$ cat config.mk
export PLATFORM = sky130hd
export DESIGN_NAME = pool_top
export DESIGN_NICKNAME = d
export VERILOG_FILES = /design/src/verilog/pool_pkg.sv /design/src/verilog/pool_col_max.sv /design/src/verilog/pool_fifo.sv /design/src/verilog/pool_ingress.sv /design/src/verilog/pool_pack.sv /design/src/verilog/pool_row_max.sv /design/src/verilog/pool_top.sv
export VERILOG_INCLUDE_DIRS = /design/src /design/src/verilog
export SDC_FILE = /design/constraint.sdc
export NUM_CORES = 1
export LEC_CHECK = 0
export BUFFER_PORTS_ARGS = -buffer_cell sky130_fd_sc_hd__buf_2
export CELL_PAD_IN_SITES_DETAIL_PLACEMENT = 1
export CELL_PAD_IN_SITES_GLOBAL_PLACEMENT = 1
export CORE_ASPECT_RATIO = 1.25
export CORE_MARGIN = 5
export CORE_UTILIZATION = 35
export DETAILED_ROUTE_END_ITERATION = 8
export PLACE_DENSITY_LB_ADDON = 0.2
export SLEW_MARGIN = 20
export SYNTH_ARGS = -nofsm -noshare
export SYNTH_HDL_FRONTEND = slang
export SYNTH_SLANG_ARGS = --single-unit
$ cat constraint.sdc
create_clock -name clk -period 11.6 [get_ports clk]
set_clock_uncertainty 0.1 [all_clocks]
set_input_delay 2.32 -clock clk [delete_from_list [all_inputs] [get_ports clk]]
set_output_delay 2.32 -clock clk [all_outputs]
set_load 0.03 [all_outputs]
$ cat src/verilog/pool_defs.svh
// frame geometry, pixel format and buffer depths; include wherever these sizes are needed
`ifndef POOL_DEFS_SVH
`define POOL_DEFS_SVH

// ******************************
// pixel format
// ******************************
`define POOL_PIX_W 16 // signed pixel bits
`define POOL_LANES 4  // pixels per bus word

// ******************************
// frame size, fixed at compile time
// ******************************
`define POOL_ROW_PIX    12 // divisible by both kernel sizes
`define POOL_FRAME_ROWS 6

// ******************************
// buffer depths
// ******************************
`define POOL_IN_DEPTH   8 // input words
`define POOL_LINE_DEPTH 8 // one pooled row at kernel 2 needs 6

`endif

$ cat src/verilog/pool_pkg.sv
// shared types of the pooling engine; modules pull it in with a wildcard import

`include "pool_defs.svh"

package pool_pkg;

  // one signed pixel
  typedef logic signed [`POOL_PIX_W-1:0] pixel_t;

  // packed word, lane 0 in the low bits
  typedef logic [`POOL_LANES*`POOL_PIX_W-1:0] word_t;

  // column and row counters inside a frame
  typedef logic [3:0] col_cnt_t;

  // four-phase port state
  // hs_busy holds the req/ack line high, hs_release waits for the peer to drop
  typedef enum logic [1:0] {
    hs_idle,
    hs_busy,
    hs_release
  } hs_state_t;

endpackage

$ cat src/verilog/pool_col_max.sv
// vertical stage: folds horizontal maxima of each kernel row through a line buffer
`timescale 1ns/1ps

`include "pool_defs.svh"

module pool_col_max
  import pool_pkg::*;
(
  input  logic   clk,
  input  logic   reset,
  input  logic   kernel3,
  input  logic   pix_valid,
  input  pixel_t pix_data,
  input  logic   out_ready,
  output logic   pix_ready,
  output logic   out_valid,
  output pixel_t out_data,
  output logic   out_last
);

  col_cnt_t col;       // pooled column
  col_cnt_t kphase;    // kernel row phase
  col_cnt_t frow;      // pooled frame row
  col_cnt_t k_last;
  col_cnt_t col_last;
  col_cnt_t row_last;
  logic     first_row;
  logic     last_row;
  logic     xfer;
  pixel_t   lb_head;
  pixel_t   lb_in;
  pixel_t   col_max;
  logic     lb_push;
  logic     lb_pop;
  logic     lb_full;
  logic     lb_empty;

  assign k_last   = kernel3 ? col_cnt_t'(2) : col_cnt_t'(1);
  assign col_last = kernel3 ? col_cnt_t'(`POOL_ROW_PIX / 3 - 1) :
                              col_cnt_t'(`POOL_ROW_PIX / 2 - 1);
  assign row_last = kernel3 ? col_cnt_t'(`POOL_FRAME_ROWS / 3 - 1) :
                              col_cnt_t'(`POOL_FRAME_ROWS / 2 - 1);

  assign first_row = (kphase == '0);
  assign last_row  = (kphase == k_last);

  // first row needs room, later rows need a partial max waiting at the head
  assign pix_ready = first_row ? !lb_full :
                     (!lb_empty && (!last_row || !out_valid || out_ready));
  assign xfer      = pix_valid && pix_ready;

  assign col_max = (lb_head > pix_data) ? lb_head : pix_data;
  assign lb_in   = first_row ? pix_data : col_max;
  assign lb_push = xfer && !last_row;
  assign lb_pop  = xfer && !first_row;

  // ******************************
  // line buffer
  // ******************************

  pool_fifo #(
    .WIDTH (`POOL_PIX_W),
    .DEPTH (`POOL_LINE_DEPTH)
  ) line_buf (
    .clk      (clk),
    .reset    (reset),
    .push     (lb_push),
    .pop      (lb_pop),
    .data_in  (lb_in),
    .data_out (lb_head),
    .full     (lb_full),
    .empty    (lb_empty)
  );

  // ******************************
  // counters and output
  // ******************************

  always_ff @(posedge clk)
  begin
    if (reset)
    begin
      col       <= '0;
      kphase    <= '0;
      frow      <= '0;
      out_valid <= 1'b0;
    end
    else
    begin
      if (out_valid && out_ready)
        out_valid <= 1'b0;
      if (xfer)
      begin
        if (last_row)
          out_valid <= 1'b1;
        if (col == col_last)
        begin
          col <= '0;
          if (last_row)
          begin
            kphase <= '0;
            frow   <= (frow == row_last) ? '0 : frow + 1'b1;
          end
          else
            kphase <= kphase + 1'b1;
        end
        else
          col <= col + 1'b1;
      end
    end
  end

  always_ff @(posedge clk)
  begin
    if (xfer && last_row)
    begin
      out_data <= col_max;
      out_last <= (col == col_last) && (frow == row_last); // frame end
    end
  end

endmodule

$ cat src/verilog/pool_fifo.sv
// first-word-fall-through FIFO; serves as the input word buffer and as the pooling line buffer
`timescale 1ns/1ps

`include "pool_defs.svh"

module pool_fifo #(
  parameter int WIDTH = `POOL_PIX_W,
  parameter int DEPTH = `POOL_LINE_DEPTH
) (
  input  logic             clk,
  input  logic             reset,
  input  logic             push,
  input  logic             pop,
  input  logic [WIDTH-1:0] data_in,
  output logic [WIDTH-1:0] data_out,
  output logic             full,
  output logic             empty
);

  localparam int PTR_W = (DEPTH > 1) ? $clog2(DEPTH) : 1;
  localparam int CNT_W = $clog2(DEPTH + 1);

  logic [WIDTH-1:0] mem [DEPTH];
  logic [PTR_W-1:0] rd_ptr;
  logic [PTR_W-1:0] wr_ptr;
  logic [CNT_W-1:0] count; // occupancy
  logic             do_push;
  logic             do_pop;

  assign do_push = push && !full; // writes into a full buffer are dropped
  assign do_pop  = pop && !empty;

  always_ff @(posedge clk)
  begin
    if (do_push)
      mem[wr_ptr] <= data_in;
  end

  always_ff @(posedge clk)
  begin
    if (reset)
    begin
      rd_ptr <= '0;
      wr_ptr <= '0;
      count  <= '0;
    end
    else
    begin
      if (do_push)
        wr_ptr <= (wr_ptr == PTR_W'(DEPTH - 1)) ? '0 : wr_ptr + 1'b1;
      if (do_pop)
        rd_ptr <= (rd_ptr == PTR_W'(DEPTH - 1)) ? '0 : rd_ptr + 1'b1;
      if (do_push && !do_pop)
        count <= count + 1'b1;
      else if (do_pop && !do_push)
        count <= count - 1'b1;
    end
  end

  assign data_out = mem[rd_ptr]; // head always visible
  assign full     = (count == CNT_W'(DEPTH));
  assign empty    = (count == '0);

endmodule

$ cat src/verilog/pool_ingress.sv
// four-phase input port; accepted words are queued and offered to the row stage by valid/ready
`timescale 1ns/1ps

`include "pool_defs.svh"

module pool_ingress
  import pool_pkg::*;
(
  input  logic  clk,
  input  logic  reset,
  input  logic  in_req,
  input  word_t in_data,
  input  logic  word_ready,
  output logic  in_ack,
  output logic  word_valid,
  output word_t word_data
);

  hs_state_t state;
  logic      fifo_push;
  logic      fifo_pop;
  logic      fifo_full;
  logic      fifo_empty;

  // ******************************
  // four-phase receiver
  // ******************************

  // push once, on the edge that raises ack
  assign fifo_push = (state == hs_idle) && in_req && !fifo_full;

  always_ff @(posedge clk)
  begin
    if (reset)
      state <= hs_idle;
    else
    begin
      case (state)
        hs_idle:
        begin
          if (fifo_push)
            state <= hs_busy;
        end
        hs_busy:
        begin
          if (!in_req) // source released, drop ack
            state <= hs_idle;
        end
        default:
          state <= hs_idle;
      endcase
    end
  end

  assign in_ack = (state == hs_busy);

  // ******************************
  // input buffer
  // ******************************

  pool_fifo #(
    .WIDTH ($bits(word_t)),
    .DEPTH (`POOL_IN_DEPTH)
  ) in_fifo (
    .clk      (clk),
    .reset    (reset),
    .push     (fifo_push),
    .pop      (fifo_pop),
    .data_in  (in_data),
    .data_out (word_data),
    .full     (fifo_full),
    .empty    (fifo_empty)
  );

  assign word_valid = !fifo_empty;
  assign fifo_pop   = word_valid && word_ready;

endmodule

$ cat src/verilog/pool_pack.sv
// output stage: packs pooled pixels four per word and sends each word over a four-phase port
`timescale 1ns/1ps

`include "pool_defs.svh"

module pool_pack
  import pool_pkg::*;
(
  input  logic   clk,
  input  logic   reset,
  input  logic   in_valid,
  input  pixel_t in_data,
  input  logic   in_last,
  input  logic   out_ack,
  output logic   in_ready,
  output logic   out_req,
  output word_t  out_data
);

  hs_state_t state;
  col_cnt_t  lane_cnt;   // next lane to fill
  word_t     word_q;
  logic      xfer;
  logic      word_done;

  assign in_ready  = (state == hs_idle); // no capture while a word is out
  assign xfer      = in_valid && in_ready;
  assign word_done = xfer && (in_last || (lane_cnt == col_cnt_t'(`POOL_LANES - 1)));

  // ******************************
  // lane fill
  // ******************************

  always_ff @(posedge clk)
  begin
    if (xfer)
    begin
      if (lane_cnt == '0)
        word_q <= word_t'($unsigned(in_data)); // clears the upper lanes for a short last word
      else
        word_q[lane_cnt*`POOL_PIX_W +: `POOL_PIX_W] <= in_data;
    end
  end

  // ******************************
  // four-phase sender
  // ******************************

  always_ff @(posedge clk)
  begin
    if (reset)
    begin
      state    <= hs_idle;
      lane_cnt <= '0;
    end
    else
    begin
      case (state)
        hs_idle:
        begin
          if (word_done)
          begin
            lane_cnt <= '0;
            state    <= hs_busy;
          end
          else if (xfer)
            lane_cnt <= lane_cnt + 1'b1;
        end
        hs_busy:
        begin
          if (out_ack)
            state <= hs_release; // drop req
        end
        hs_release:
        begin
          if (!out_ack)
            state <= hs_idle;
        end
        default:
          state <= hs_idle;
      endcase
    end
  end

  assign out_req  = (state == hs_busy);
  assign out_data = word_q; // held since in_ready is low during the send

endmodule

$ cat src/verilog/pool_row_max.sv
// horizontal stage: unpacks words into pixels and emits the max of each 2- or 3-pixel window
`timescale 1ns/1ps

`include "pool_defs.svh"

module pool_row_max
  import pool_pkg::*;
(
  input  logic   clk,
  input  logic   reset,
  input  logic   kernel3,
  input  logic   word_valid,
  input  word_t  word_data,
  input  logic   pix_ready,
  output logic   word_ready,
  output logic   pix_valid,
  output pixel_t pix_data
);

  localparam int LANE_W = $clog2(`POOL_LANES + 1);

  word_t       shift_q;    // lane shifter, lane 0 is the current pixel
  logic [LANE_W-1:0] lanes_left;
  pixel_t      cur_pix;
  pixel_t      run_max;    // max so far in the open window
  pixel_t      win_max;
  col_cnt_t    win_cnt;    // position inside the window
  col_cnt_t    win_last;
  logic        take;       // current pixel consumed this cycle
  logic        win_done;

  assign cur_pix  = shift_q[`POOL_PIX_W-1:0];
  assign win_last = kernel3 ? col_cnt_t'(2) : col_cnt_t'(1);

  // stall only when the output register is full and not draining
  assign take       = (lanes_left != '0) && (!pix_valid || pix_ready);
  assign win_done   = take && (win_cnt == win_last);
  assign word_ready = (lanes_left == '0) || ((lanes_left == LANE_W'(1)) && take);

  // signed compare, first pixel of a window restarts the max
  assign win_max = ((win_cnt == '0) || (cur_pix > run_max)) ? cur_pix : run_max;

  // ******************************
  // control
  // ******************************

  always_ff @(posedge clk)
  begin
    if (reset)
    begin
      lanes_left <= '0;
      win_cnt    <= '0;
      pix_valid  <= 1'b0;
    end
    else
    begin
      if (pix_valid && pix_ready)
        pix_valid <= 1'b0;
      if (win_done)
      begin
        win_cnt   <= '0;
        pix_valid <= 1'b1;
      end
      else if (take)
        win_cnt <= win_cnt + 1'b1;

      if (word_valid && word_ready)
        lanes_left <= LANE_W'(`POOL_LANES); // reload beats the last shift
      else if (take)
        lanes_left <= lanes_left - 1'b1;
    end
  end

  // ******************************
  // datapath
  // ******************************

  always_ff @(posedge clk)
  begin
    if (word_valid && word_ready)
      shift_q <= word_data;
    else if (take)
      shift_q <= shift_q >> `POOL_PIX_W;

    if (take)
      run_max <= win_max;
    if (win_done)
      pix_data <= win_max;
  end

endmodule

$ cat src/verilog/pool_top.sv
// max-pooling engine top; chains ingress, horizontal max, vertical max and output packing
`timescale 1ns/1ps

module pool_top
  import pool_pkg::*;
(
  input  logic  clk,
  input  logic  reset,
  input  logic  kernel3,
  input  logic  in_req,
  input  word_t in_data,
  input  logic  out_ack,
  output logic  in_ack,
  output logic  out_req,
  output word_t out_data
);

  // ingress to row stage
  logic   word_valid;
  logic   word_ready;
  word_t  word_data;

  // row stage to column stage
  logic   hmax_valid;
  logic   hmax_ready;
  pixel_t hmax_data;

  // column stage to packer
  logic   pool_valid;
  logic   pool_ready;
  pixel_t pool_data;
  logic   pool_last;

  pool_ingress ingress_inst (
    .clk        (clk),
    .reset      (reset),
    .in_req     (in_req),
    .in_data    (in_data),
    .word_ready (word_ready),
    .in_ack     (in_ack),
    .word_valid (word_valid),
    .word_data  (word_data)
  );

  pool_row_max row_max_inst (
    .clk        (clk),
    .reset      (reset),
    .kernel3    (kernel3),
    .word_valid (word_valid),
    .word_data  (word_data),
    .pix_ready  (hmax_ready),
    .word_ready (word_ready),
    .pix_valid  (hmax_valid),
    .pix_data   (hmax_data)
  );

  pool_col_max col_max_inst (
    .clk       (clk),
    .reset     (reset),
    .kernel3   (kernel3),
    .pix_valid (hmax_valid),
    .pix_data  (hmax_data),
    .out_ready (pool_ready),
    .pix_ready (hmax_ready),
    .out_valid (pool_valid),
    .out_data  (pool_data),
    .out_last  (pool_last)
  );

  pool_pack pack_inst (
    .clk      (clk),
    .reset    (reset),
    .in_valid (pool_valid),
    .in_data  (pool_data),
    .in_last  (pool_last),
    .out_ack  (out_ack),
    .in_ready (pool_ready),
    .out_req  (out_req),
    .out_data (out_data)
  );

endmodule
Yosys cells after proc, flatten, opt, wreduce, memory -nomap -nowiden
Memory sizes are Yosys's and may differ from the RTL's. A register that Yosys moved wholly into a read port is not among the register bits.
Cells that the tools add are included.
{"block": "word_totals", "out_inout_bits": 66, "ff_bits": 226, "word_cells": 172, "inputBits": 69, "mem_count": 2, "mem_bits_rw": 640}
{"block": "classes", "n_reduce_logical": 61, "addsub": 15, "n_mux": 46, "magnitude_cmp": 2, "n_eq_ne": 20, "n_shift": 2}
{"name": "ingress_inst.in_fifo.mem", "depth": 8, "word_bits": 64, "rd": 1, "rd_clocked_by_memory_dff": 1, "wr": 1, "line_no": "pool_fifo.sv:23", "text": "logic [WIDTH-1:0] mem [DEPTH];"}
{"name": "col_max_inst.line_buf.mem", "depth": 8, "word_bits": 16, "rd": 1, "rd_clocked_by_memory_dff": 1, "wr": 1, "line_no": "pool_fifo.sv:23"}
{"op": "$mux W64", "n": 2}
{"op": "$bwmux W64", "n": 1}
{"op": "$mux W16", "n": 4}
{"op": "$shift A16 B34 Y64 const A", "n": 1}
{"op": "$shiftx A16 B34 Y64", "n": 1}
{"op": "$mux W4", "n": 9}
{"op": "$neg A8 Y34", "n": 1}
{"op": "$mux W3", "n": 11}
{"op": "$gt A16 B16 Y1", "n": 2}
{"op": "$add A4 B1 Y4 const B", "n": 7}
{"op": "$logic_and A1 B1 Y1", "n": 22}
{"op": "$logic_not A4 Y1", "n": 5}
{"op": "$eq A4 B4 Y1", "n": 4}
{"op": "$mux W2", "n": 7}
{"op": "$add A3 B1 Y3 const B", "n": 4}
{"op": "$eq A3 B3 Y1 const B", "n": 4}
{"op": "$logic_not A1 Y1", "n": 12}
{"op": "$mux W1", "n": 10}
{"op": "$reduce_bool A2 Y1", "n": 5}
{"op": "$eq A4 B4 Y1 const B", "n": 2}
{"op": "$ne A2 B2 Y1 const B", "n": 4}
{"op": "$sub A4 B1 Y4 const B", "n": 2}
{"op": "$logic_or A1 B1 Y1", "n": 6}
{"op": "$pmux W2 S3", "n": 1}
{"op": "other kinds (13)", "n": 19}

Longest topological paths before layout
Gate-level depths: netlist (run 1).
{"block": "logic_depth", "depth_word": 16, "mapped_depth": 18, "mapped_depth_nobuf": 15}

Cells and area by module
From an unflattened synthesis (run 1), not the netlist that was laid out.
{"block": "unflattened", "cells_unflattened": 1861, "area_unflattened_um2": 35838.1}
{"module": "pool_fifo (ingress_inst.in_fifo)", "area_per_inst_um2": 19891.6, "seq_area_each_um2": 15635.0, "n_inst": 1, "cells_each": 815}
{"module": "pool_fifo (col_max_inst.line_buf)", "area_per_inst_um2": 5601.6, "seq_area_each_um2": 4103.9, "n_inst": 1, "cells_each": 261}
{"module": "pool_row_max", "area_per_inst_um2": 4645.7, "seq_area_each_um2": 3042.9, "n_inst": 1, "cells_each": 291}
{"module": "pool_pack", "area_per_inst_um2": 3473.3, "seq_area_each_um2": 2042.0, "n_inst": 1, "cells_each": 282}
{"module": "pool_col_max", "area_per_inst_um2": 2169.6, "seq_area_each_um2": 770.7, "n_inst": 1, "cells_each": 206}
{"module": "pool_ingress", "area_per_inst_um2": 56.3, "seq_area_each_um2": 20.0, "n_inst": 1, "cells_each": 6}

Worst setup path after synthesis (run 1)
OpenSTA, ideal clock, no wires.
{"block": "synth_timing", "path_type": "in2reg", "from": "input port in_req", "to": "memory ingress_inst.in_fifo.mem[0][0] (netlist bit), enable pin", "setup_slack_ns": 2.157, "t_arrival_ns": 8.696, "setup_ns": 0.646, "cell_stages": 2, "required_ns": 10.854, "path_buffers": 0, "path_cell_list": "nand3b_1 > nor4_1"}
{"block": "synth_between", "elab_chain_cells": 5}
{"element": "start: declaration", "line_no": "pool_top.sv:10", "text": "input logic in_req,"}
{"element": "$logic_and A1 B1 Y1 (2 in series)", "line_no": "pool_ingress.sv:30", "text": "assign fifo_push = (state == hs_idle) && in_req && !fifo_full;"}
{"element": "$logic_and A1 B1 Y1", "line_no": "pool_fifo.sv:30", "text": "assign do_push = push && !full;"}
{"element": "$mux W1", "line_no": "pool_fifo.sv:35", "text": "if (do_push)"}
{"element": "$mux W1 (implied by the code)", "line_no": "pool_fifo.sv:36", "text": "mem[wr_ptr] <= data_in;"}
{"element": "end: declaration", "line_no": "pool_fifo.sv:23"}
Every way passes these cells.

Final worst setup path (run 1)
{"block": "layout_timing", "from": "input port kernel3", "to": "register col_max_inst.line_buf.count[3]"}
{"block": "layout_between", "elab_chain_cells": 13, "elab_cells_between_ends": 18, "classes_between": "1 x eq/ne; 3 x mux; 14 x reduce/logical"}
{"element": "start: declaration", "line_no": "pool_top.sv:9", "text": "input logic kernel3,"}
{"element": "$mux W2 *", "line_no": "pool_col_max.sv:38", "text": "assign k_last = kernel3 ? col_cnt_t'(2) : col_cnt_t'(1);"}
{"element": "$eq A4 B4 Y1 *", "line_no": "pool_col_max.sv:45", "text": "assign last_row = (kphase == k_last);"}
{"element": "$logic_not A1 Y1 *", "line_no": "pool_col_max.sv:49, pool_col_max.sv:54"}
{"element": "$logic_or A1 B1 Y1 (2 in series)", "line_no": "pool_col_max.sv:49", "text": "(!lb_empty && (!last_row || !out_valid || out_ready));"}
{"element": "$logic_and A1 B1 Y1", "line_no": "pool_col_max.sv:49"}
{"element": "$mux W1", "line_no": "pool_col_max.sv:48", "text": "assign pix_ready = first_row ? !lb_full :"}
{"element": "$logic_and A1 B1 Y1", "line_no": "pool_col_max.sv:50", "text": "assign xfer = pix_valid && pix_ready;"}
{"element": "$logic_and A1 B1 Y1 (on tied branches)", "line_no": "pool_col_max.sv:55, pool_col_max.sv:54"}
{"element": "$logic_and A1 B1 Y1 (on tied branches)", "line_no": "pool_fifo.sv:31, pool_fifo.sv:30"}
{"element": "$logic_not A1 Y1 (on tied branches)", "line_no": "pool_fifo.sv:53, pool_fifo.sv:55"}
{"element": "$logic_and A1 B1 Y1 (on tied branches)", "line_no": "pool_fifo.sv:53, pool_fifo.sv:55"}
{"element": "$mux W4 or $reduce_bool A2 Y1 (tied branches)"}
{"element": "end signal: assignment", "line_no": "pool_fifo.sv:54", "text": "count <= count + 1'b1;"}
{"element": "end signal: assignment", "line_no": "pool_fifo.sv:56", "text": "count <= count - 1'b1;"}
{"element": "end: declaration", "line_no": "pool_fifo.sv:26", "text": "logic [CNT_W-1:0] count;"}
Mark *: on every way between the ends. The rest lies on a longest branch, timed or not.
A chain may end at the register's enable or synchronous reset.

==> flow_summary_export.csv, run 1 <==
group,metric,value,unit
clock_tree,clk-insertion-delay-late,0.65,ns
finish,area_delta_synth_final,14.8,%
synth,synth_xor_area_share,0.496,%
critical_path,r2r_cells,10,
pwr,power_leakage,13.2,nW
clock_tree,cts_resized,0,
critical_path,worstPathRequired,12.07,ns
synth,synthAdderAreaFrac,2.18,%
critical_path,crit_type,"in -> reg",
drt,antenna_left,0,
timing,tightest_slew,1.08,ns
clock_tree,numCtsBuffers,92,
grt,grt_pass1_vias,19400,
timing,period_share,44.5,%
pwr,powerDensity,206,nW/um^2
synth,synth.net_count,2030,
synth,ys_types,73,
synth,yosys_warnings,0,
critical_path,start_kind,"input port",
clock_tree,cts_tree,"built",
synth,synth_compound_area_share,2.94,%
worst_hold_path,worstHoldPathCells,2,
die,die-width,293,um
place,portBuffers,134,
drt,wirelength,81.9,mm
synth,synthMuxAreaShare,15.1,%
flow_run,cap_violations,0,
die,initial_core_util,35.3,%
grt,grt_max_degree,120,
worst_hold_path,min_to,"col_max_inst.frow[2]",
die,dieArea,107000,um^2
synth,yosys_register_bits,871,
clock_tree,htree_num_levels,3,
timing,drv_slew,0,
place,dpl.hpwl,50.2,mm
die,fp.dieH,364,um
synth,synth_top_family_by_area,"multiplexers",
clock_tree,cts_hold_buf,0,
synth,synthFlopType,"edfxtp_1",
synth,syn_area_per_cell,18.4,um^2
clock_tree,clk_pin_slew,0.06,ns
clock_tree,post_cts_buffers,0,
drt,drt_iter0_markers,1056,
die,io_pins,135,
clock_tree,clock_sinks,871,
timing,hold_viol_final,0,
grt,grt_pass1_wl,124,mm
pwr,vdd_drop_max,0.164,mV
critical_path,r2r_end,"col_max_inst.line_buf.mem[5][0]",
finish,seqCellArea,25600,um^2
timing,period_needed,5.17,ns
drt,dr_total_vias,17500,
die,core_area,99300,um^2
drt,firstDrtPassIters,4,
synth,synthTopCellsByArea,"edfxtp_1 (70%), mux4_2 (10%), dfxtp_1 (3.1%), mux2i_1 (2.6%), ha_1 (2.1%)",
critical_path,crit_arrival,5.63,ns
finish,fin_util,40.6,%
synth,synth_edf_count,817,
clock_tree,cts_buffer_depth,3,
grt,grt.total_usage,15.3,%
die,rows,129,
clock_tree,cts_root_buf,"clkbuf_16",
synth,netlist_area,35100,um^2
critical_path,end_kind,"register",
timing,fmax,194,MHz
place,gp_congestion,0.740,
drt,drcViolationCount,0,
synth,synth_top_area_share,70.0,%
drt,avgViaCountPerCell,5.05,
finish,multiInputGateArea,8960,um^2
finish,nFillCells,9661,
synth,synthCells,1901,
synth,yosysSeqAreaShare,73.1,%
grt,grt_antenna_before_repair,13,
grt,overflow,0,
finish,layout.nets,2209,
finish,layout-drive-gt1-share,26.6,%
status,status,"completed",
timing,setup_tns,0,ns
timing,rsz0062_at_grt,"no",
critical_path,r2r_setup_slack,6.84,ns
worst_hold_path,hold_start,"col_max_inst.frow[2]",
drt,wl_per_cell,23.6,um
critical_path,worstPathMaxFanout,11,
worst_hold_path,min_path_type,"reg -> reg",
synth,yosysTopAreaCell,"edfxtp_1",
timing,relSlewSlack,27.8,%
synth,synth-simple-area-share,4.53,%
critical_path,critPathLaunch,"kernel3",
synth,async_flop_share,0,%
timing,setup_violations,0,
## power by group
group / switching (W) / internal, W / leakage (nW)
Sequential: 0.000168 / 0.00386 / 7.88
Clock: 0.00122 / 0.00158 / 1.39
Combinational: 0.000869 / 0.000612 / 3.96
## flip-flops by register name (all words and copies together) (netlist names), named ones only
name / cells
col_max_inst.col: 4
col_max_inst.frow: 4
col_max_inst.kphase: 4
col_max_inst.line_buf.count: 4
col_max_inst.line_buf.mem: 128
col_max_inst.line_buf.rd_ptr: 3
col_max_inst.line_buf.wr_ptr: 3
col_max_inst.out_data: 16
col_max_inst.out_last: 1
col_max_inst.out_valid: 1
ingress_inst.in_fifo.count: 4
ingress_inst.in_fifo.mem: 512
ingress_inst.in_fifo.rd_ptr: 3
ingress_inst.in_fifo.wr_ptr: 3
ingress_inst.state: 1
pack_inst.lane_cnt: 4
pack_inst.out_data: 64
pack_inst.state: 2
row_max_inst.lanes_left: 3
row_max_inst.pix_data: 16
row_max_inst.pix_valid: 1
row_max_inst.run_max: 16
row_max_inst.shift_q: 64
row_max_inst.win_cnt: 4
## per-layer routing
metal / GRT usage, % / vias to the layer above / share of wire [%]
met5: 0 / - / 0.098
met4: 4.31 / 12 / 2.5
met3: 2.95 / 142 / 4.4
met1: 17.9 / 9148 / 39
met2: 28.4 / 309 / 54
li1: - / 7893 / -
## synthesized netlist by cell type, types with 16 or more instances
master,n
a21oi_1,71
and3_1,18
buf_2,25
clkbuf_1,49
dfxtp_1,54
edfxtp_1,817
ha_1,58
inv_1,52
mux2_2,50
mux2i_1,90
mux4_2,160
nand2_1,105
nand3_1,39
nor2_1,83
nor3_1,16
o21ai_0,66
## final cells by class
cell class	count	area share, %
Sequential cell	871	63.7
Multi-Input combinational cell	889	22.3
Clock buffer	110	5.89
Tap cell	1310	4.07
Timing Repair Buffer	173	2.42
Clock inverter	58	1.18
Inverter	53	0.494
Antenna cell	4	0.0249
## placed cells by master (no fill, tap or decap), types with 4 or more instances in the layout
master,instances
a21oi_1,71
xnor2_1,11
xor2_1,7
nor2b_1,6
nand2b_1,7
mux2i_1,90
and3_1,18
inv_1,52
nor2_1,79
nor3b_1,6
bufinv_16,5
buf_4,37
dfxtp_1,49
mux2_2,50
clkbuf_16,92
mux4_2,160
nor3_2,6
nand4_1,7
diode_2,4
nand3b_1,5
nand3_1,39
inv_6,4
o21ai_0,66
clkbuf_1,18
buf_2,134
nand2_1,105
clkinv_2,15
nor3_1,10
edfxtp_1,817
clkinv_1,26
mux2_4,14
ha_1,57
or3_1,10
## how the worst max path moves through the flow
stage / end / slack, ns / cells after the start
finish: col_max_inst.line_buf.count[3] / 6.43 / 14
detailed placement: col_max_inst.line_buf.count[3] / 5.74 / 14
global placement: col_max_inst.line_buf.count[3] / 5.83 / 14
global route: col_max_inst.line_buf.count[3] / 6.08 / 14
CTS: col_max_inst.line_buf.count[3] / 6.43 / 14
floorplan: ingress_inst.in_fifo.mem[0][0] / 2.16 / 2
## worst max-delay path: stages
cell	delay [ns]
buf_2	0.17
and3b_1	0.21
o21ai_2	0.36
o221ai_1	0.51
nor2_1	0.49
inv_1	0.09
ha_1	0.22
inv_1	0.12
ha_1	0.25
a21o_1	0.19
a21oi_1	0.17
xnor2_1	0.09
or3_1	0.30
a21oi_1	0.14
## through the flow
step	cell area [um^2]	cells	hold WS [ns]	power [W]	setup slack, ns
4_1_cts	40200	3463	0.391	0.00846	6.43
3_3_place_gp	37400	3295	0.361	0.00558	5.83
2_1_floorplan	35100	1901	0.354	0.00514	2.16
3_5_place_dp	37400	3295	0.382	0.00564	5.74
5_1_grt	40300	3464	0.434	0.00874	6.08
6_report	40300	3468	0.391	0.00831	6.43
## logic make-up (layout without fill, tap and decap cells)
family          after synthesis  after routing
compound gates              167            167
xor+xnor                     19             19
fa+ha+maj                    60             60
buf+inv                     141            394
flops                       871            871
mux                         314            314
other cells                   0              4
simple gates                329            329
Power figures use the tool's default switching activity.
==> run 2, diff against run 1 <==
==> constraint.sdc (replaced) <==
create_clock -name clk -period 4.28 [get_ports clk]
set_clock_uncertainty 0.1 [all_clocks]
set_input_delay 0.856 -clock clk [delete_from_list [all_inputs] [get_ports clk]]
set_output_delay 0.856 -clock clk [all_outputs]
set_load 0.03 [all_outputs]
==> run 2 against run 1 <==
  * Non-clock buffer count grew 14
  * Combinational power grew to 2.8 times the previous value
  * Sequential cell count unchanged
  * Design area increased by 1.5%
  * Critical path depth fell by 3
  * Sequential power grew to 2.7 times the previous value
  * Largest power group unchanged
  * Register-to-register slack worse by 6.6 ns
  * Routed wire length barely moved
  * Clock-buffer cell count is 5 higher
  * Global-route usage about the same
  * Die area did not move
  * Setup slack worse by 6.2 ns
==> flow_summary_export.csv, run 2 (same netlist as run 1, synthesis figures left out) <==
group,metric,value,unit
place,placed_cells,3310,
die,initial_core_util,35.3,%
critical_path,crit_type,"reg -> reg",
clock_tree,cts_tree,"built",
pwr,power_frac_seq,46.7,%
drt,avgViaCountPerCell,5.04,
pwr,intPower,0.0171,W
status,status,"completed",
critical_path,worst_path_dominant_cell_family,"multiplexers",
timing,tightest_slew,0.964,ns
clock_tree,cts_buffer_depth,3,
pwr,p_total,0.0234,W
worst_hold_path,worstHoldPathCells,1,
place,dpl.hpwl,49.3,mm
place,gp_congestion,0.726,
timing,drv_slew,0,
timing,period_needed,4.02,ns
critical_path,end_kind,"register",
clock_tree,post_cts_buffers,0,
pwr,p_switching,0.00625,W
grt,grt_pass1_vias,19400,
clock_tree,cts_hold_buf,0,
clock_tree,clock_sinks,871,
finish,largest_reg_flops,512,
pwr,switching_share,26.7,%
drt,dr_total_vias,17600,
clock_tree,cts_root_buf,"clkbuf_16",
timing,hold_viol_final,0,
drt,wirelength,81.9,mm
finish,layout-drive-gt1-share,27.5,%
pwr,vdd_drop_max,0.423,mV
die,core_area,99300,um^2
grt,grt.total_usage,15.3,%
finish,final_cell_mix,"edfxtp_1 (817), mux4_2 (160), buf_2 (134)",
grt,grt_max_degree,119,
place,dp_slack,0.227,ns
critical_path,slowest_stage,"mux4_2",
die,fp.dieH,364,um
timing,final.setup.worst_slack,0.255,ns
finish,layout.nets,2222,
pwr,powerDensity,572,nW/um^2
finish,top_register,"ingress_inst.in_fifo.mem",
critical_path,worstPathMaxFanout,25,
timing,period_share,94.0,%
die,rows,129,
finish,stdcell_count,3489,
drt,firstDrtPassIters,5,
grt,grt_pass1_wl,124,mm
grt,overflow,0,
critical_path,max_stage_delay,0.52,ns
drt,drt_iter0_markers,903,
place,portBuffers,134,
finish,area_delta_synth_final,16.6,%
die,die-width,293,um
clock_tree,clk-insertion-delay-late,0.67,ns
timing,setup_violations,0,
clock_tree,cts_resized,0,
drt,drcViolationCount,0,
drt,antenna_left,0,
critical_path,worstPathRequired,4.55,ns
pwr,power_leakage,13.5,nW
flow_run,cap_violations,0,
finish,finalInstanceArea,40900,um^2
finish,layout_commonest_cell,"edfxtp_1",
critical_path,crit_arrival,4.30,ns
critical_path,crit_chain,"buf_12 > mux4_2 > mux2_2 > ha_1 > nand4_1 > nor4_2 > a21bo_2 > and4_4 > o211ai_4 > buf_12 > mux2_2",
pwr,clkPwrFrac,35.7,%
critical_path,r2r_cells,11,
clock_tree,htree_num_levels,3,
timing,relSlewSlack,35.7,%
finish,fin_util,41.2,%
place,placed_area,37700,um^2
timing,fmax,248,MHz
drt,wl_per_cell,23.5,um
critical_path,path_depth,11,
grt,grt_antenna_before_repair,18,
critical_path,start_kind,"register",
die,io_pins,135,
critical_path,critPathBufInv,2,
timing,rsz0062_at_grt,"no",
finish,reg_top3,"ingress_inst.in_fifo.mem (512), col_max_inst.line_buf.mem (128)",
clock_tree,clk_pin_slew,0.06,ns
die,dieArea,107000,um^2
worst_hold_path,min_path_type,"in -> reg",
pwr,pwr-share-comb,17.6,%
clock_tree,numCtsBuffers,91,
run 2: worst register-to-register path: stages (launching register included):
cell and delay [ns]:
dfxtp_2 0.34, buf_12 0.23, mux4_2 0.55, mux2_2 0.31, ha_1 0.32, nand4_1 0.20
nor4_2 0.37, a21bo_2 0.29, and4_4 0.22, o211ai_4 0.18, buf_12 0.22, mux2_2 0.42
run 2: final timing paths:
path / from / to / slack [ns]
max: register / col_max_inst.line_buf.mem[7][3] / 0.26
min: in_data[21] / ingress_inst.in_fifo.mem[7][21] / 0.35
max reg2reg: register / col_max_inst.line_buf.mem[7][3] / 0.26
min reg2reg: ingress_inst.in_fifo.rd_ptr[0] / register / 0.38
run 2: power by group through the flow:
stage                     Combinational (W)  Sequential (W)  Clock, W
after floorplan                     0.00307          0.0108         0
after detailed placement            0.00427          0.0111         0
after CTS                           0.00429          0.0109   0.00859
after global placement              0.00413          0.0111         0
final                               0.00412          0.0109   0.00834
after global routing                0.00460          0.0110   0.00899
run 2: layout make-up:
| type | instances | area [um^2] |
|---|---|---|
| well taps | 1310 | 1640 |
| clock buffers | 115 | 2450 |
| diodes | 8 | 20.0 |
| multi-input cells | 889 | 8960 |
| inverters | 53 | 199 |
| flip-flops and latches | 871 | 25600 |
| repair buffers | 187 | 1230 |
| fillers | 9608 | 58400 |
| clock inverters | 56 | 749 |
run 2: metal layers:
layer	part of all wire, %	track usage (%)
met5	0.11	0
met4	2.7	4.93
met3	4.4	2.95
met2	53	27.9
met1	40	18.2
run 2: per-stage QoR:
step           hold WS [ns]  TNS [ns]
2_1_floorplan         0.354   -436.06
3_3_place_gp          0.369         0
3_5_place_dp          0.385         0
4_1_cts               0.308         0
5_1_grt               0.322         0
6_report              0.353         0
==> run 3, diff against run 2 <==
==> constraint.sdc (replaced) <==
create_clock -name clk -period 4.28 [get_ports clk]
set_clock_uncertainty 0.1 [all_clocks]
set_input_delay 0.428 -clock clk [delete_from_list [all_inputs] [get_ports clk]]
set_output_delay 0.428 -clock clk [all_outputs]
set_load 0.03 [all_outputs]
==> run 3 against run 2 <==
  * Clock-buffer cell count shrank 9
  * Routed wire length is 0.79% lower
  * Largest cell class unchanged
  * Highest routed layer unchanged
  * Largest power group unchanged
  * Sequential power about the same
  * Hold slack got worse by 0.026 ns
==> flow_summary_export.csv, run 3 (same netlist as run 1, synthesis figures left out) <==
group,metric,value,unit
status,status,"completed",
timing,setup_violations,0,
clock_tree,htree_num_levels,3,
drt,antenna_left,0,
critical_path,crit_chain,"buf_12 > mux4_2 > mux2_2 > ha_1 > nand4_1 > nor4_2 > a21bo_2 > and4_4 > o211ai_4 > buf_4 > mux2_2",
drt,wl_per_cell,22.9,um
critical_path,worstPathMaxFanout,23,
grt,grt_pass1_wl,124,mm
critical_path,path_depth,11,
timing,tightest_slew,0.923,ns
pwr,power_frac_seq,47.8,%
clock_tree,clk_pin_slew,0.06,ns
timing,period_share,94.4,%
finish,largest_reg_flops,512,
pwr,vdd_drop_max,0.389,mV
clock_tree,cts_hold_buf,66,
pwr,powerDensity,553,nW/um^2
place,gp_congestion,0.726,
critical_path,r2r_cells,11,
critical_path,end_kind,"register",
drt,drcViolationCount,0,
place,portBuffers,134,
critical_path,critPathBufInv,2,
drt,avgViaCountPerCell,5.00,
pwr,switching_share,27.1,%
critical_path,crit_arrival,4.29,ns
drt,wirelength,81.3,mm
pwr,power_leakage,13.6,nW
timing,setup_tns,0,ns
clock_tree,numCtsBuffers,89,
timing,rsz0062_at_grt,"no",
die,io_pins,135,
grt,grt_pass1_vias,19500,
finish,top_register,"ingress_inst.in_fifo.mem",
drt,drt_iter0_markers,1045,
finish,area_delta_synth_final,17.6,%
flow_run,cap_violations,0,
finish,final_cell_mix,"edfxtp_1 (817), mux4_2 (160), buf_2 (134)",
clock_tree,cts_resized,0,
grt,grt_max_degree,119,
place,dpl.hpwl,49.7,mm
critical_path,crit_type,"reg -> reg",
timing,period_needed,4.04,ns
clock_tree,clock_sinks,871,
die,die-width,293,um
timing,drv_slew,0,
die,initial_core_util,35.3,%
die,fp.dieH,364,um
finish,reg_top3,"ingress_inst.in_fifo.mem (512), col_max_inst.line_buf.mem (128)",
timing,relSlewSlack,38.5,%
clock_tree,cts_buffer_depth,3,
pwr,pwr-share-comb,18.5,%
grt,grt_antenna_before_repair,10,
critical_path,cpMostUsedCell,"mux2_2",
finish,layout-drive-gt1-share,26.7,%
die,rows,129,
critical_path,max_stage_delay,0.53,ns
critical_path,worst_path_dominant_cell_family,"multiplexers",
drt,dr_total_vias,17700,
critical_path,r2r_setup_slack,0.24,ns
clock_tree,cts_tree,"built",
pwr,p_total,0.0228,W
clock_tree,cts_root_buf,"clkbuf_16",
drt,firstDrtPassIters,5,
critical_path,cp-endpoint,"col_max_inst.line_buf.mem[3][3]",
critical_path,r2r_end,"col_max_inst.line_buf.mem[3][3]",
timing,fmax,248,MHz
finish,layout_commonest_cell,"edfxtp_1",
worst_hold_path,min_path_type,"in -> reg",
critical_path,start_kind,"register",
die,dieArea,107000,um^2
clock_tree,clk-insertion-delay-late,0.65,ns
finish,layout.nets,2291,
critical_path,worstPathRequired,4.53,ns
pwr,p_switching,0.00617,W
grt,overflow,0,
pwr,clkPwrFrac,33.8,%
clock_tree,post_cts_buffers,0,
die,core_area,99300,um^2
timing,hold_viol_final,0,
grt,grt.total_usage,15.2,%
critical_path,slowest_stage,"mux4_2",
pwr,intPower,0.0166,W
[run 3: cell type report]
type	count	area (um^2)
Clock buffer	106	2300
Antenna cell	6	15.0
Multi-Input combinational cell	889	8960
Fill cell	9613	58000
Clock inverter	59	598
Tap cell	1310	1640
Timing Repair Buffer	258	1900
Inverter	53	199
Sequential cell	871	25600
[run 3: metal layers]
| metal | track usage, % | part of all wire, % |
|---|---|---|
| met5 | 0 | 0.066 |
| met4 | 4.30 | 2.2 |
| met3 | 2.71 | 4.1 |
| met2 | 28.6 | 54 |
| met1 | 17.7 | 40 |
[run 3: worst min-delay path by stage]
stage,from,end,slack [ns],depth (start not counted)
after floorplan,col_max_inst.frow[2],col_max_inst.frow[2],0.35,2
after global placement,col_max_inst.frow[2],col_max_inst.frow[2],0.36,2
after detailed placement,col_max_inst.col[3],col_max_inst.col[3],0.39,2
after CTS,reset,ingress_inst.in_fifo.wr_ptr[2],0.30,2
after global routing,reset,pack_inst.state[0],0.37,2
final,reset,pack_inst.state[0],0.33,2
[run 3: worst reg2reg max path, delay by kind of cell (launching register included)]
family | cells | cell delay, ns
mux | 3 | 1.27
flops | 1 | 0.36
simple gates | 3 | 0.75
fa+ha+maj | 1 | 0.33
buf+inv | 2 | 0.47
compound gates | 2 | 0.46
[run 3: through the flow]
step | utilization (%) | cells | hold WS, ns | area (um^2) | setup WS [ns]
after floorplan | - | 1901 | 0.354 | 35100 | -1.64
after global routing | 41.5 | 3549 | 0.366 | 41200 | 0.0544
after CTS | 41.5 | 3546 | 0.301 | 41200 | 0.188
after global placement | 37.9 | 3315 | 0.361 | 37700 | 0.283
final | 41.5 | 3552 | 0.327 | 41200 | 0.240
after detailed placement | 37.9 | 3315 | 0.387 | 37700 | 0.222
[run 3: power groups by stage]
stage | Combinational [W] | Sequential, W | Clock [W]
2_1_floorplan | 0.00307 | 0.0108 | 0
3_3_place_gp | 0.00419 | 0.0110 | 0
3_5_place_dp | 0.00430 | 0.0111 | 0
4_1_cts | 0.00437 | 0.0109 | 0.00793
5_1_grt | 0.00469 | 0.0110 | 0.00834
6_report | 0.00421 | 0.0109 | 0.00769
